**src/hdl/dm_sb_macros.svh**
```systemverilog
`ifndef DM_SB_MACROS_SVH
`define DM_SB_MACROS_SVH

// debug register address width and map
`define DM_SB_ABITS         7
`define DM_SB_ADDR_SBCS     7'h38
`define DM_SB_ADDR_SBADDR0  7'h39
`define DM_SB_ADDR_SBDATA0  7'h3C

// system bus widths
`define DM_SB_ADDR_W        32
`define DM_SB_DATA_W        32
`define DM_SB_STRB_W        4

// sbcs version field, debug spec 1.0
`define DM_SB_VERSION       1

// axi response codes
`define DM_SB_RESP_OKAY     2'b00

`endif
```
**src/hdl/dm_sb_pkg.sv**
```systemverilog
package dm_sb_pkg;

    // sbaccess encoding
    typedef enum logic [2:0] {
        SB_SIZE_BYTE  = 3'd0,
        SB_SIZE_HALF  = 3'd1,
        SB_SIZE_WORD  = 3'd2,
        SB_SIZE_DWORD = 3'd3
    } sb_size_e;

    // sberror encoding
    typedef enum logic [2:0] {
        SB_ERR_NONE  = 3'd0,
        SB_ERR_BUS   = 3'd2,
        SB_ERR_ALIGN = 3'd3,
        SB_ERR_SIZE  = 3'd4
    } sb_err_e;

    // sbcs as seen on a debug write
    typedef struct packed {
        logic [8:0]  rsvd_hi;        // version and reserved, read only
        logic        busyerror_clr;  // w1c
        logic        rsvd_busy;      // sbbusy, read only
        logic        readonaddr;
        sb_size_e    access;
        logic        autoincrement;
        logic        readondata;
        logic [2:0]  err_clr;        // w1c per bit
        logic [11:0] rsvd_lo;        // size and access caps, read only
    } sb_cs_fields_t;

    // one debug write word, taken as sbcs fields or as address/data
    typedef union packed {
        sb_cs_fields_t cs;
        logic [31:0]   raw;
    } sb_wword_u;

endpackage

```
**src/hdl/dm_sysbus.sv**
```systemverilog
`timescale 1ns/1ps
`include "dm_sb_macros.svh"

module dm_sysbus (
    input  logic                          dm_clk,
    input  logic                          dm_rst_n,
    input  logic                          dmactive,
    input  logic                          dm_reg_wen,
    input  logic                          dm_reg_ren,
    input  logic [`DM_SB_ABITS-1:0]       dm_reg_addr,
    input  logic [`DM_SB_DATA_W-1:0]      dm_reg_data,
    output logic [31:0]                   dm_sbcs,
    output logic [`DM_SB_ADDR_W-1:0]      dm_sbaddress0,
    output logic [`DM_SB_DATA_W-1:0]      dm_sbdata0,
    output logic                          slv_awvalid,
    input  logic                          slv_awready,
    output logic [`DM_SB_ADDR_W-1:0]      slv_awaddr,
    output logic [2:0]                    slv_awsize,
    output logic                          slv_wvalid,
    input  logic                          slv_wready,
    output logic [`DM_SB_DATA_W-1:0]      slv_wdata,
    output logic [`DM_SB_STRB_W-1:0]      slv_wstrb,
    input  logic                          slv_bvalid,
    output logic                          slv_bready,
    input  logic [1:0]                    slv_bresp,
    output logic                          slv_arvalid,
    input  logic                          slv_arready,
    output logic [`DM_SB_ADDR_W-1:0]      slv_araddr,
    output logic [2:0]                    slv_arsize,
    input  logic                          slv_rvalid,
    output logic                          slv_rready,
    input  logic [1:0]                    slv_rresp,
    input  logic [`DM_SB_DATA_W-1:0]      slv_rdata
);

    import dm_sb_pkg::*;

    sb_cs_fields_t             cs_cfg;
    sb_err_e                   sberror;
    logic                      sbbusyerror;
    logic                      busy;
    logic                      req_rd_addr;
    logic                      req_wr_data;
    logic                      req_rd_data;
    logic [1:0]                req_addr_lo;
    logic [2:0]                err_clear;
    logic                      start_rd;
    logic                      start_wr;
    logic                      rsp_valid;
    logic                      rsp_err;
    logic                      rsp_is_read;
    logic [`DM_SB_DATA_W-1:0]  load_data;

    sb_reg_file i_reg_file (
        .dm_clk      (dm_clk),
        .dm_rst_n    (dm_rst_n),
        .dmactive    (dmactive),
        .dm_reg_wen  (dm_reg_wen),
        .dm_reg_ren  (dm_reg_ren),
        .dm_reg_addr (dm_reg_addr),
        .dm_reg_data (dm_reg_data),
        .busy        (busy),
        .rsp_valid   (rsp_valid),
        .rsp_err     (rsp_err),
        .rsp_is_read (rsp_is_read),
        .load_data   (load_data),
        .cs_cfg      (cs_cfg),
        .sbbusyerror (sbbusyerror),
        .sbaddress0  (dm_sbaddress0),
        .sbdata0     (dm_sbdata0),
        .req_rd_addr (req_rd_addr),
        .req_wr_data (req_wr_data),
        .req_rd_data (req_rd_data),
        .req_addr_lo (req_addr_lo),
        .err_clear   (err_clear)
    );

    sb_access_ctrl i_access_ctrl (
        .dm_clk      (dm_clk),
        .dm_rst_n    (dm_rst_n),
        .dmactive    (dmactive),
        .req_rd_addr (req_rd_addr),
        .req_wr_data (req_wr_data),
        .req_rd_data (req_rd_data),
        .req_addr_lo (req_addr_lo),
        .sbaccess    (cs_cfg.access),
        .sbbusyerror (sbbusyerror),
        .err_clear   (err_clear),
        .rsp_valid   (rsp_valid),
        .rsp_err     (rsp_err),
        .start_rd    (start_rd),
        .start_wr    (start_wr),
        .busy        (busy),
        .sberror     (sberror)
    );

    sb_axi_master i_axi_master (
        .dm_clk      (dm_clk),
        .dm_rst_n    (dm_rst_n),
        .start_rd    (start_rd),
        .start_wr    (start_wr),
        .addr        (dm_sbaddress0),
        .size        (cs_cfg.access),
        .store_data  (dm_sbdata0),
        .awready     (slv_awready),
        .wready      (slv_wready),
        .bvalid      (slv_bvalid),
        .bresp       (slv_bresp),
        .arready     (slv_arready),
        .rvalid      (slv_rvalid),
        .rresp       (slv_rresp),
        .rdata       (slv_rdata),
        .awvalid     (slv_awvalid),
        .awaddr      (slv_awaddr),
        .awsize      (slv_awsize),
        .wvalid      (slv_wvalid),
        .wdata       (slv_wdata),
        .wstrb       (slv_wstrb),
        .bready      (slv_bready),
        .arvalid     (slv_arvalid),
        .araddr      (slv_araddr),
        .arsize      (slv_arsize),
        .rready      (slv_rready),
        .rsp_valid   (rsp_valid),
        .rsp_err     (rsp_err),
        .rsp_is_read (rsp_is_read),
        .load_data   (load_data)
    );

    // 8, 16 and 32 bit accesses only
    assign dm_sbcs = {3'(`DM_SB_VERSION), 6'h00, sbbusyerror, busy,
                      cs_cfg.readonaddr, cs_cfg.access, cs_cfg.autoincrement,
                      cs_cfg.readondata, sberror, 7'(`DM_SB_ADDR_W),
                      1'b0, 1'b0, 1'b1, 1'b1, 1'b1};

endmodule

```
**src/hdl/sb_axi_master.sv**
```systemverilog
`timescale 1ns/1ps
`include "dm_sb_macros.svh"

module sb_axi_master (
    input  logic                          dm_clk,
    input  logic                          dm_rst_n,
    input  logic                          start_rd,
    input  logic                          start_wr,
    input  logic [`DM_SB_ADDR_W-1:0]      addr,
    input  dm_sb_pkg::sb_size_e           size,
    input  logic [`DM_SB_DATA_W-1:0]      store_data,
    input  logic                          awready,
    input  logic                          wready,
    input  logic                          bvalid,
    input  logic [1:0]                    bresp,
    input  logic                          arready,
    input  logic                          rvalid,
    input  logic [1:0]                    rresp,
    input  logic [`DM_SB_DATA_W-1:0]      rdata,
    output logic                          awvalid,
    output logic [`DM_SB_ADDR_W-1:0]      awaddr,
    output logic [2:0]                    awsize,
    output logic                          wvalid,
    output logic [`DM_SB_DATA_W-1:0]      wdata,
    output logic [`DM_SB_STRB_W-1:0]      wstrb,
    output logic                          bready,
    output logic                          arvalid,
    output logic [`DM_SB_ADDR_W-1:0]      araddr,
    output logic [2:0]                    arsize,
    output logic                          rready,
    output logic                          rsp_valid,
    output logic                          rsp_err,
    output logic                          rsp_is_read,
    output logic [`DM_SB_DATA_W-1:0]      load_data
);

    import dm_sb_pkg::*;

    logic                      wr_busy;
    logic                      rd_busy;
    logic                      b_fire;
    logic                      r_fire;
    logic [`DM_SB_STRB_W-1:0]  strb_base;
    logic [`DM_SB_DATA_W-1:0]  rd_shift;

    always_ff @(posedge dm_clk or negedge dm_rst_n) begin
        if (!dm_rst_n) begin
            awvalid <= 1'b0;
            wvalid  <= 1'b0;
            arvalid <= 1'b0;
            wr_busy <= 1'b0;
            rd_busy <= 1'b0;
        end else begin
            // aw and w retire independently
            if (start_wr) awvalid <= 1'b1;
            else if (awready) awvalid <= 1'b0;
            if (start_wr) wvalid <= 1'b1;
            else if (wready) wvalid <= 1'b0;
            if (start_rd) arvalid <= 1'b1;
            else if (arready) arvalid <= 1'b0;
            if (start_wr) wr_busy <= 1'b1;
            else if (b_fire) wr_busy <= 1'b0;
            if (start_rd) rd_busy <= 1'b1;
            else if (r_fire) rd_busy <= 1'b0;
        end
    end

    assign bready = 1'b1;
    assign rready = 1'b1;

    // b only counts once both aw and w went out
    assign b_fire = wr_busy & ~awvalid & ~wvalid & bvalid & bready;
    assign r_fire = rd_busy & ~arvalid & rvalid & rready;

    assign rsp_valid   = b_fire | r_fire;
    assign rsp_is_read = r_fire;
    assign rsp_err     = b_fire ? (bresp != `DM_SB_RESP_OKAY) : (rresp != `DM_SB_RESP_OKAY);

    assign awaddr = addr;
    assign araddr = addr;
    assign awsize = size;
    assign arsize = size;

    always_comb begin
        case (size)
            SB_SIZE_BYTE: strb_base = 4'b0001;
            SB_SIZE_HALF: strb_base = 4'b0011;
            default:      strb_base = 4'b1111;
        endcase
    end

    assign wstrb = strb_base << addr[1:0];
    assign wdata = store_data << {addr[1:0], 3'b000};  // onto byte lane

    assign rd_shift = rdata >> {addr[1:0], 3'b000};

    always_comb begin
        case (size)
            SB_SIZE_BYTE: load_data = {24'h0, rd_shift[7:0]};
            SB_SIZE_HALF: load_data = {16'h0, rd_shift[15:0]};
            default:      load_data = rd_shift;
        endcase
    end

    // payload comes from the reg file and must hold with the valid
    a_aw_hold: assert property (@(posedge dm_clk) disable iff (!dm_rst_n)
        awvalid && !awready |=> awvalid && $stable(awaddr));
    a_w_hold: assert property (@(posedge dm_clk) disable iff (!dm_rst_n)
        wvalid && !wready |=> wvalid && $stable(wdata) && $stable(wstrb));
    a_ar_hold: assert property (@(posedge dm_clk) disable iff (!dm_rst_n)
        arvalid && !arready |=> arvalid && $stable(araddr));

endmodule

```
**src/hdl/sb_access_ctrl.sv**
```systemverilog
`timescale 1ns/1ps

module sb_access_ctrl (
    input  logic                  dm_clk,
    input  logic                  dm_rst_n,
    input  logic                  dmactive,
    input  logic                  req_rd_addr,
    input  logic                  req_wr_data,
    input  logic                  req_rd_data,
    input  logic [1:0]            req_addr_lo,
    input  dm_sb_pkg::sb_size_e   sbaccess,
    input  logic                  sbbusyerror,
    input  logic [2:0]            err_clear,
    input  logic                  rsp_valid,
    input  logic                  rsp_err,
    output logic                  start_rd,
    output logic                  start_wr,
    output logic                  busy,
    output dm_sb_pkg::sb_err_e    sberror
);

    import dm_sb_pkg::*;

    logic any_req;
    logic may_go;
    logic size_ok;
    logic misalign;
    logic start_ok;

    assign any_req = req_rd_addr | req_wr_data | req_rd_data;

    // a new access only with a clean error state
    assign may_go = any_req & (sberror == SB_ERR_NONE) & ~sbbusyerror;

    assign size_ok = (sbaccess == SB_SIZE_BYTE) || (sbaccess == SB_SIZE_HALF) ||
                     (sbaccess == SB_SIZE_WORD);

    always_comb begin
        case (sbaccess)
            SB_SIZE_HALF: misalign = req_addr_lo[0];
            SB_SIZE_WORD: misalign = |req_addr_lo;
            default:      misalign = 1'b0;
        endcase
    end

    assign start_ok = may_go & size_ok & ~misalign;
    assign start_rd = start_ok & (req_rd_addr | req_rd_data);
    assign start_wr = start_ok & req_wr_data;

    always_ff @(posedge dm_clk or negedge dm_rst_n) begin
        if (!dm_rst_n) begin
            busy <= 1'b0;
        end else if (!dmactive) begin
            busy <= 1'b0;
        end else if (start_rd || start_wr) begin
            busy <= 1'b1;
        end else if (rsp_valid) begin
            busy <= 1'b0;
        end
    end

    always_ff @(posedge dm_clk or negedge dm_rst_n) begin
        if (!dm_rst_n) begin
            sberror <= SB_ERR_NONE;
        end else if (!dmactive) begin
            sberror <= SB_ERR_NONE;
        end else if (|err_clear) begin
            sberror <= sb_err_e'(sberror & ~err_clear);  // w1c per bit
        end else if (may_go && !size_ok) begin
            sberror <= SB_ERR_SIZE;  // wins over alignment
        end else if (may_go && misalign) begin
            sberror <= SB_ERR_ALIGN;
        end else if (rsp_valid && rsp_err) begin
            sberror <= SB_ERR_BUS;
        end
    end

    // reg file must hold requests back while an access is out
    a_no_start_busy: assert property (@(posedge dm_clk) disable iff (!dm_rst_n)
        (start_rd || start_wr) |-> !busy);

endmodule

```
**src/hdl/sb_reg_file.sv**
```systemverilog
`timescale 1ns/1ps
`include "dm_sb_macros.svh"

module sb_reg_file (
    input  logic                          dm_clk,
    input  logic                          dm_rst_n,
    input  logic                          dmactive,
    input  logic                          dm_reg_wen,
    input  logic                          dm_reg_ren,
    input  logic [`DM_SB_ABITS-1:0]       dm_reg_addr,
    input  dm_sb_pkg::sb_wword_u          dm_reg_data,
    input  logic                          busy,
    input  logic                          rsp_valid,
    input  logic                          rsp_err,
    input  logic                          rsp_is_read,
    input  logic [`DM_SB_DATA_W-1:0]      load_data,
    output dm_sb_pkg::sb_cs_fields_t      cs_cfg,
    output logic                          sbbusyerror,
    output logic [`DM_SB_ADDR_W-1:0]      sbaddress0,
    output logic [`DM_SB_DATA_W-1:0]      sbdata0,
    output logic                          req_rd_addr,
    output logic                          req_wr_data,
    output logic                          req_rd_data,
    output logic [1:0]                    req_addr_lo,
    output logic [2:0]                    err_clear
);

    import dm_sb_pkg::*;

    sb_cs_fields_t             cfg_q;
    logic                      hit_cs;
    logic                      hit_addr;
    logic                      hit_data;
    logic                      cs_wen;
    logic                      addr_wen;
    logic                      data_wen;
    logic                      sb_touch;
    logic [`DM_SB_ADDR_W-1:0]  addr_step;

    assign hit_cs   = (dm_reg_addr == `DM_SB_ADDR_SBCS);
    assign hit_addr = (dm_reg_addr == `DM_SB_ADDR_SBADDR0);
    assign hit_data = (dm_reg_addr == `DM_SB_ADDR_SBDATA0);

    assign cs_wen   = dm_reg_wen & hit_cs & ~busy;
    assign addr_wen = dm_reg_wen & hit_addr & ~busy;
    assign data_wen = dm_reg_wen & hit_data & ~busy;
    assign sb_touch = (dm_reg_wen & hit_addr) | ((dm_reg_wen | dm_reg_ren) & hit_data);

    // request strobes towards the access controller
    assign req_rd_addr = addr_wen & cfg_q.readonaddr;
    assign req_wr_data = data_wen;
    assign req_rd_data = dm_reg_ren & hit_data & ~busy & cfg_q.readondata;
    assign req_addr_lo = addr_wen ? dm_reg_data.raw[1:0] : sbaddress0[1:0];

    assign err_clear = cs_wen ? dm_reg_data.cs.err_clr : 3'b000;
    assign cs_cfg    = cfg_q;
    assign addr_step = `DM_SB_ADDR_W'(1) << cfg_q.access;  // 1, 2 or 4 bytes

    always_ff @(posedge dm_clk or negedge dm_rst_n) begin
        if (!dm_rst_n) begin
            cfg_q        <= '0;
            cfg_q.access <= SB_SIZE_WORD;
        end else if (!dmactive) begin
            cfg_q        <= '0;
            cfg_q.access <= SB_SIZE_WORD;
        end else if (cs_wen) begin
            cfg_q.readonaddr    <= dm_reg_data.cs.readonaddr;
            cfg_q.access        <= dm_reg_data.cs.access;
            cfg_q.autoincrement <= dm_reg_data.cs.autoincrement;
            cfg_q.readondata    <= dm_reg_data.cs.readondata;
        end
    end

    always_ff @(posedge dm_clk or negedge dm_rst_n) begin
        if (!dm_rst_n) begin
            sbbusyerror <= 1'b0;
        end else if (!dmactive) begin
            sbbusyerror <= 1'b0;
        end else if (cs_wen && dm_reg_data.cs.busyerror_clr) begin
            sbbusyerror <= 1'b0;
        end else if (busy && sb_touch) begin
            sbbusyerror <= 1'b1;  // poked while busy
        end
    end

    always_ff @(posedge dm_clk or negedge dm_rst_n) begin
        if (!dm_rst_n) begin
            sbaddress0 <= '0;
        end else if (!dmactive) begin
            sbaddress0 <= '0;
        end else if (addr_wen) begin
            sbaddress0 <= dm_reg_data.raw;
        end else if (rsp_valid && !rsp_err && cfg_q.autoincrement) begin
            sbaddress0 <= sbaddress0 + addr_step;
        end
    end

    always_ff @(posedge dm_clk or negedge dm_rst_n) begin
        if (!dm_rst_n) begin
            sbdata0 <= '0;
        end else if (!dmactive) begin
            sbdata0 <= '0;
        end else if (data_wen) begin
            sbdata0 <= dm_reg_data.raw;
        end else if (rsp_valid && rsp_is_read && !rsp_err) begin
            sbdata0 <= load_data;
        end
    end

    a_one_request: assert property (@(posedge dm_clk) disable iff (!dm_rst_n)
        $onehot0({req_rd_addr, req_wr_data, req_rd_data}));

endmodule

```
**config.mk**
```make
export PLATFORM = sky130hd
export DESIGN_NAME = dm_sysbus
export DESIGN_NICKNAME = d
export VERILOG_FILES = /design/src/hdl/dm_sb_pkg.sv /design/src/hdl/dm_sysbus.sv /design/src/hdl/sb_axi_master.sv /design/src/hdl/sb_access_ctrl.sv /design/src/hdl/sb_reg_file.sv
export VERILOG_INCLUDE_DIRS = /design/src /design/src/hdl
export SDC_FILE = /design/constraint.sdc
export NUM_CORES = 1
export LEC_CHECK = 0
export BUFFER_PORTS_ARGS = -buffer_cell sky130_fd_sc_hd__buf_2
export CORE_MARGIN = 3
export CORE_UTILIZATION = 48
export CTS_CLUSTER_DIAMETER = 60
export DETAILED_ROUTE_END_ITERATION = 8
export PLACE_DENSITY = 0.82
export SYNTH_ARGS = -nofsm -noshare
export SYNTH_HDL_FRONTEND = slang
export SYNTH_SLANG_ARGS = --single-unit
export TNS_END_PERCENT = 1
```
**constraint.sdc**
```tcl
create_clock -name dm_clk -period 4.5 [get_ports dm_clk]
set_input_delay 0.45 -clock dm_clk [delete_from_list [all_inputs] [get_ports dm_clk]]
set_output_delay 0.45 -clock dm_clk [all_outputs]
set_load 0.02 [all_outputs]
```
Yosys cells after proc, flatten, opt, wreduce, memory -nomap -nowiden
Cells that the tools add are included.

cells by class
  muxes and demuxes = 35
  eq/ne operators = 11
  bitwise operators = 36
  add/sub/neg operators = 1
  shift operators = 4
  reductions and logical operators = 25

operators with widths
  cell                                                                     count
  32-bit 2-to-1 mux                                                        6
  32-bit case mux with 2 select lines                                      1
  32-bit adder                                                             1
  1-bit by 3-bit << shifter with 32-bit output, first input constant       1
  32-bit by 5-bit << shifter with 32-bit output                            1
  32-bit by 5-bit right shift with 32-bit output                           1
  1-bit bitwise AND                                                        22
  7-bit by 6-bit equality test with 1-bit output, second input constant    3
  3-bit 2-to-1 mux                                                         6
  1-bit 2-to-1 mux                                                         17
  2-bit nonzero test                                                       7
  6-bit 2-to-1 mux                                                         2
  3-bit by 1-bit inequality test with 1-bit output, second input constant  4
  1-bit logical AND                                                        9
  4-bit case mux with 2 select lines                                       1
  3-bit logical NOT                                                        2
  1-bit inverter                                                           6
  1-bit bitwise OR                                                         6
  5-bit by 1-bit inequality test with 1-bit output, second input constant  1
  4-bit by 2-bit << shifter with 4-bit output                              1
  3-bit bitwise AND                                                        1
  3-bit by 1-bit equality test with 1-bit output, second input constant    1
  3-bit by 2-bit equality test with 1-bit output, second input constant    1
  1-bit logical OR                                                         3
  other kinds (7)                                                          8

storage, ports and cells
  word-level logic and storage cells = 126
  register bits = 80
  output and inout bits = 207

Depth between registers and ports, before layout
  depth after elaboration = 14
  mapped depth = 12
  gate-level depth less buffers = 11

By module
A second synthesis with hierarchy kept.

second synthesis, totals
  cells, all modules = 843
  area, all modules = 7014.2 µm²

modules (own cells, without submodules)
  module          area each (µm²)  cells each  times used
  sb_reg_file     4509.3           519         1
  sb_axi_master   2004.4           260         1
  sb_access_ctrl  320.3            39          1
  dm_sysbus       180.2            25          1

Worst setup path before layout
No wires, ideal clock.

  kind = reg2reg
  start point = reg i_reg_file.cfg_q, in the netlist i_reg_file.cs_cfg[17]
  end point = reg i_reg_file.sbaddress0[18]
  data required time = 4.423 ns
  clock period less this slack = 3.287 ns
  stages on the path, launching flop included = 13
  arrival = 3.209 ns
  slack = 1.213 ns
  cell sequence = dfrtp_1 -> clkbuf_1 -> nor3_1 -> ha_1 -> inv_1 -> fa_1 -> nor2b_1 -> o31a_1 -> o21ai_0 -> nor3_1 -> nand4_1 -> xor2_1 -> a21oi_1

on the way
  cells in the longest elaborated chain, start to end = 5

RTL lines
  what                                                           line               RTL
  start: declaration                                             sb_reg_file.sv:30  sb_cs_fields_t cfg_q;
  1-bit by 3-bit << shifter with 32-bit output (no source line)  --
  32-bit adder                                                   sb_reg_file.sv:94  sbaddress0 <= sbaddress0 + addr_step;
  32-bit 2-to-1 mux                                              sb_reg_file.sv:93  end else if (rsp_valid && !rsp_err && cfg_q.autoincrement) begin
  32-bit 2-to-1 mux                                              sb_reg_file.sv:91  end else if (addr_wen) begin
  32-bit 2-to-1 mux                                              sb_reg_file.sv:89  end else if (!dmactive) begin
  end signal: assignment                                         sb_reg_file.sv:92  sbaddress0 <= dm_reg_data.raw;
  end signal: assignment                                         sb_reg_file.sv:94
  end: declaration                                               sb_reg_file.sv:19  output logic [`DM_SB_ADDR_W-1:0] sbaddress0,

Every way passes these cells. The select of a mux whose other input is x is not followed.
A chain may end at the register's enable or synchronous reset.

Final worst setup path
  start point = reg i_reg_file.sbaddress0[0]
  end point = reg i_reg_file.sbaddress0[16]

on the way
  cells in the longest elaborated chain, start to end = 4

RTL lines
  what               line
  32-bit adder       sb_reg_file.sv:94
  32-bit 2-to-1 mux  sb_reg_file.sv:93
  32-bit 2-to-1 mux  sb_reg_file.sv:91
  32-bit 2-to-1 mux  sb_reg_file.sv:89

Every way passes these cells. The select of a mux whose other input is x is not followed.

==> flow_metrics.tcl <==
set metrics [dict create \
    cp_slowest_cell "dfrtp_2" \
    die_h_um 121 \
    timing.rr.start "i_reg_file.sbaddress0[0]" \
    die_w_um 121 \
    tightest_slew_ns 1.18 \
    synthTopCellsByCount "102 x nor2_1, 95 x buf_4, 82 x a21oi_1, 79 x dfrtp_1, 70 x a211oi_1" \
    drv_slew 0 \
    fin_crit_sh_pct 73.3 \
    path_clk_slew_ns 0.07 \
    cap_viol_max_count 0 \
    hp-class "primary input to asynchronous set/reset pin" \
    criticalPathCategory "register to register" \
    stdcell_count 1130 \
    setup_violations 0 \
    clockPowerShare_pct 45.5 \
    dieArea_um2 14600 \
    max_freq_ghz 0.303 \
    status "completed" \
    rows 41 \
    hpwl_um 16200 \
    slowest_delay_ns 0.88 \
    crit_family "flip-flops" \
    ctsRootBufferMaster "clkbuf_16" \
    slew_headroom_pct 20.9 \
    clkLatencyLatePin_ns 0.34 \
    cp-startpoint "i_reg_file.sbaddress0[0]" \
    final.setup_skew_ns 0.00813 \
    avgSynthCellArea_um2 7.98 \
    route.met2.wl_um 10200 \
    path_cells "ha_1 > inv_1 > fa_1 > nor2b_1 > o31a_1 > o21ai_0 > nor3_1 > nand2_1 > xor2_1 > a21oi_1" \
    routed_wl_um 21600 \
    final_net_count 1047 \
    grt_pass1_wl_um 32500 \
    crit_required_ns 4.75 \
    diodes 0 \
    power.density_nw_per_um2 223 \
    cp-end-kind "register" \
    yosysWarnings 0 \
    antenna_found_initial 0 \
    first_iter_violations 560 \
    postSynthCellCount 792 \
    initial_core_util_pct 49.5 \
    switching_share_pct 26.7 \
    track_usage_pct 28.5 \
    synth-main-ff-cell "dfrtp_1" \
    synth.ff_latch_count 80 \
    holdBufCountCts 0 \
    yosysUniqueCellTypes 57 \
    place_area_um2 7120 \
    yosysTopAreaCellShare_pct 31.3 \
    cts_setup_buffers 0 \
    grt_pass1_vias 5780 \
    wl_met1_um 8830 \
    cts_buffers 9 \
    ant_nets 0 \
    top_layer_used "met4" \
    routabilityCongestion 0.967 \
    setup.worst_path.start_class "register" \
    gr-total-overflow 0 \
    cp.arrival_ns 3.55 \
    coreArea_um2 12800 \
    design_area_um2 7420 \
    avgRoutedWirePerCell_um 19.1 \
    vias_per_cell 5.72 \
    clock-sinks 80 \
    fin_tns_setup_ns 0 \
    dp.cells 1114 \
    cts_tree "yes" \
    pwr-share-comb_pct 10.3 \
    clk_path_buf_depth 2 \
    cts_resized 0 \
    grt_setup_unrepaired "no" \
    synth_area_um2 6320 \
    grt_max_degree 81 \
    area_delta_synth_final_pct 17.4 \
    vias 6459 \
    vdd_drop_max_v 0.000169 \
    p_leak_nw 3.75 \
    hold_viol_final 0 \
    synth.most_common_cell "nor2_1" \
    async_reset_ff_share_pct 100 \
    critPathMaxFanout 40 \
    ys_seq_area_share_pct 31.7 \
    pwr-share-seq_pct 44.2 \
    yosys.area.top_type "dfrtp_1" \
    post-route-drc-count 0 \
    p_int_w 0.00121 \
    synth_area_leaders "dfrtp_1 31%, buf_4 11%, a211oi_1 8.3%, a21oi_1 6.5%, mux2i_1 6.3%" \
    finalCriticalPeriod_ns 3.30 \
    portBuffers 268 \
    synth_edf_count 0 \
    dr_wl_met3_um 1830 \
    switchingPower_w 0.000441 \
    p_total_w 0.00165 \
    critPathBufInv 1 \
    first_pass_iters 5 \
    h-tree-depth 3 \
    drive_above_1_share_pct 31.7 \
    io_pins 292 \
]
## cell families after synthesis
group | share of synthesized area [%]
compound gates | 21.4
xor+xnor | 4.02
fa+ha+maj | 1.90
buf+inv | 15.1
flops | 31.7
mux | 6.51
other cells | 0.119
simple gates | 19.3
## routing by layer
metal	global-route usage (%)	vias up
li1	-	3004
met1	38.2	3049
met2	45.9	350
met3	5.75	56
met4	10.1	0
met5	0	-
## layout by cell type (no fill, tap or decap), drive strengths merged, types with 2 or more instances in the layout
master	n
buf	275
nor2	102
a21oi	82
dfrtp	79
a211oi	72
nand2	51
o21ai	41
mux2i	40
nor3	29
conb	23
nor2b	18
xnor2	16
xor2	13
inv	13
nand3	10
and2	9
clkbuf	9
ha	8
nand4	6
and4	5
nor3b	5
or3	5
clkinv	4
a21o	3
o22ai	3
and3	3
a31oi	3
o21a	2
o31a	2
nor4	2
nand2b	2
nor4bb	2
## final cells by class
| cell class | instances | area (um2) |
|---|---|---|
| Sequential cell | 80 | 2010 |
| Inverter | 12 | 45.0 |
| Clock buffer | 9 | 225 |
| Timing Repair Buffer | 275 | 1400 |
| Multi-Input combinational cell | 575 | 3460 |
| Clock inverter | 7 | 77.6 |
| Fill cell | 1173 | 5350 |
| Tap cell | 172 | 215 |
## power groups by stage
| stage | combinational (W) | clock (W) | sequential, W |
|---|---|---|---|
| floorplan | 0.0000903 | 0 | 0.000745 |
| global placement | 0.000167 | 0 | 0.000743 |
| detailed placement | 0.000168 | 0 | 0.000743 |
| CTS | 0.000169 | 0.000761 | 0.000730 |
| global route | 0.000185 | 0.000791 | 0.000730 |
| finish | 0.000171 | 0.000752 | 0.000730 |
## stage by stage
stage,setup slack [ns],hold slack (ns),util (%)
finish,1.20,0.257,58.1
global route,0.940,0.283,58.1
CTS,1.22,0.271,58.1
detailed placement,1.28,0.468,55.7
global placement,1.41,0.471,55.7
floorplan,1.21,0.154,-
## sequential cells by signal, summed over array words and instances, names as in the netlist
signal	count
i_axi_master.awvalid	1
i_reg_file.cs_cfg	6
i_axi_master.wvalid	1
i_access_ctrl.busy	1
i_axi_master.arvalid	1
i_axi_master.rd_busy	1
i_reg_file.sbbusyerror	1
i_reg_file.sbdata0	32
i_reg_file.sbaddress0	32
i_access_ctrl.sberror	3
i_axi_master.wr_busy	1
## path summary, 6_finish.rpt
check                                       endpoint  slack, ns  depth (start not counted)
hold / removal                 i_reg_file.sbdata0[2]       0.26                          1
max in group asynchronous   i_reg_file.sbaddress0[0]       3.49                          1
hold reg to reg                 i_axi_master.rd_busy       0.49                          2
setup / recovery           i_reg_file.sbaddress0[16]       1.20                         10
min in group dm_clk              i_axi_master.wvalid       0.27                          2
setup reg to reg           i_reg_file.sbaddress0[16]       1.20                         10
Note: power is estimated with default switching activity, not from simulation.
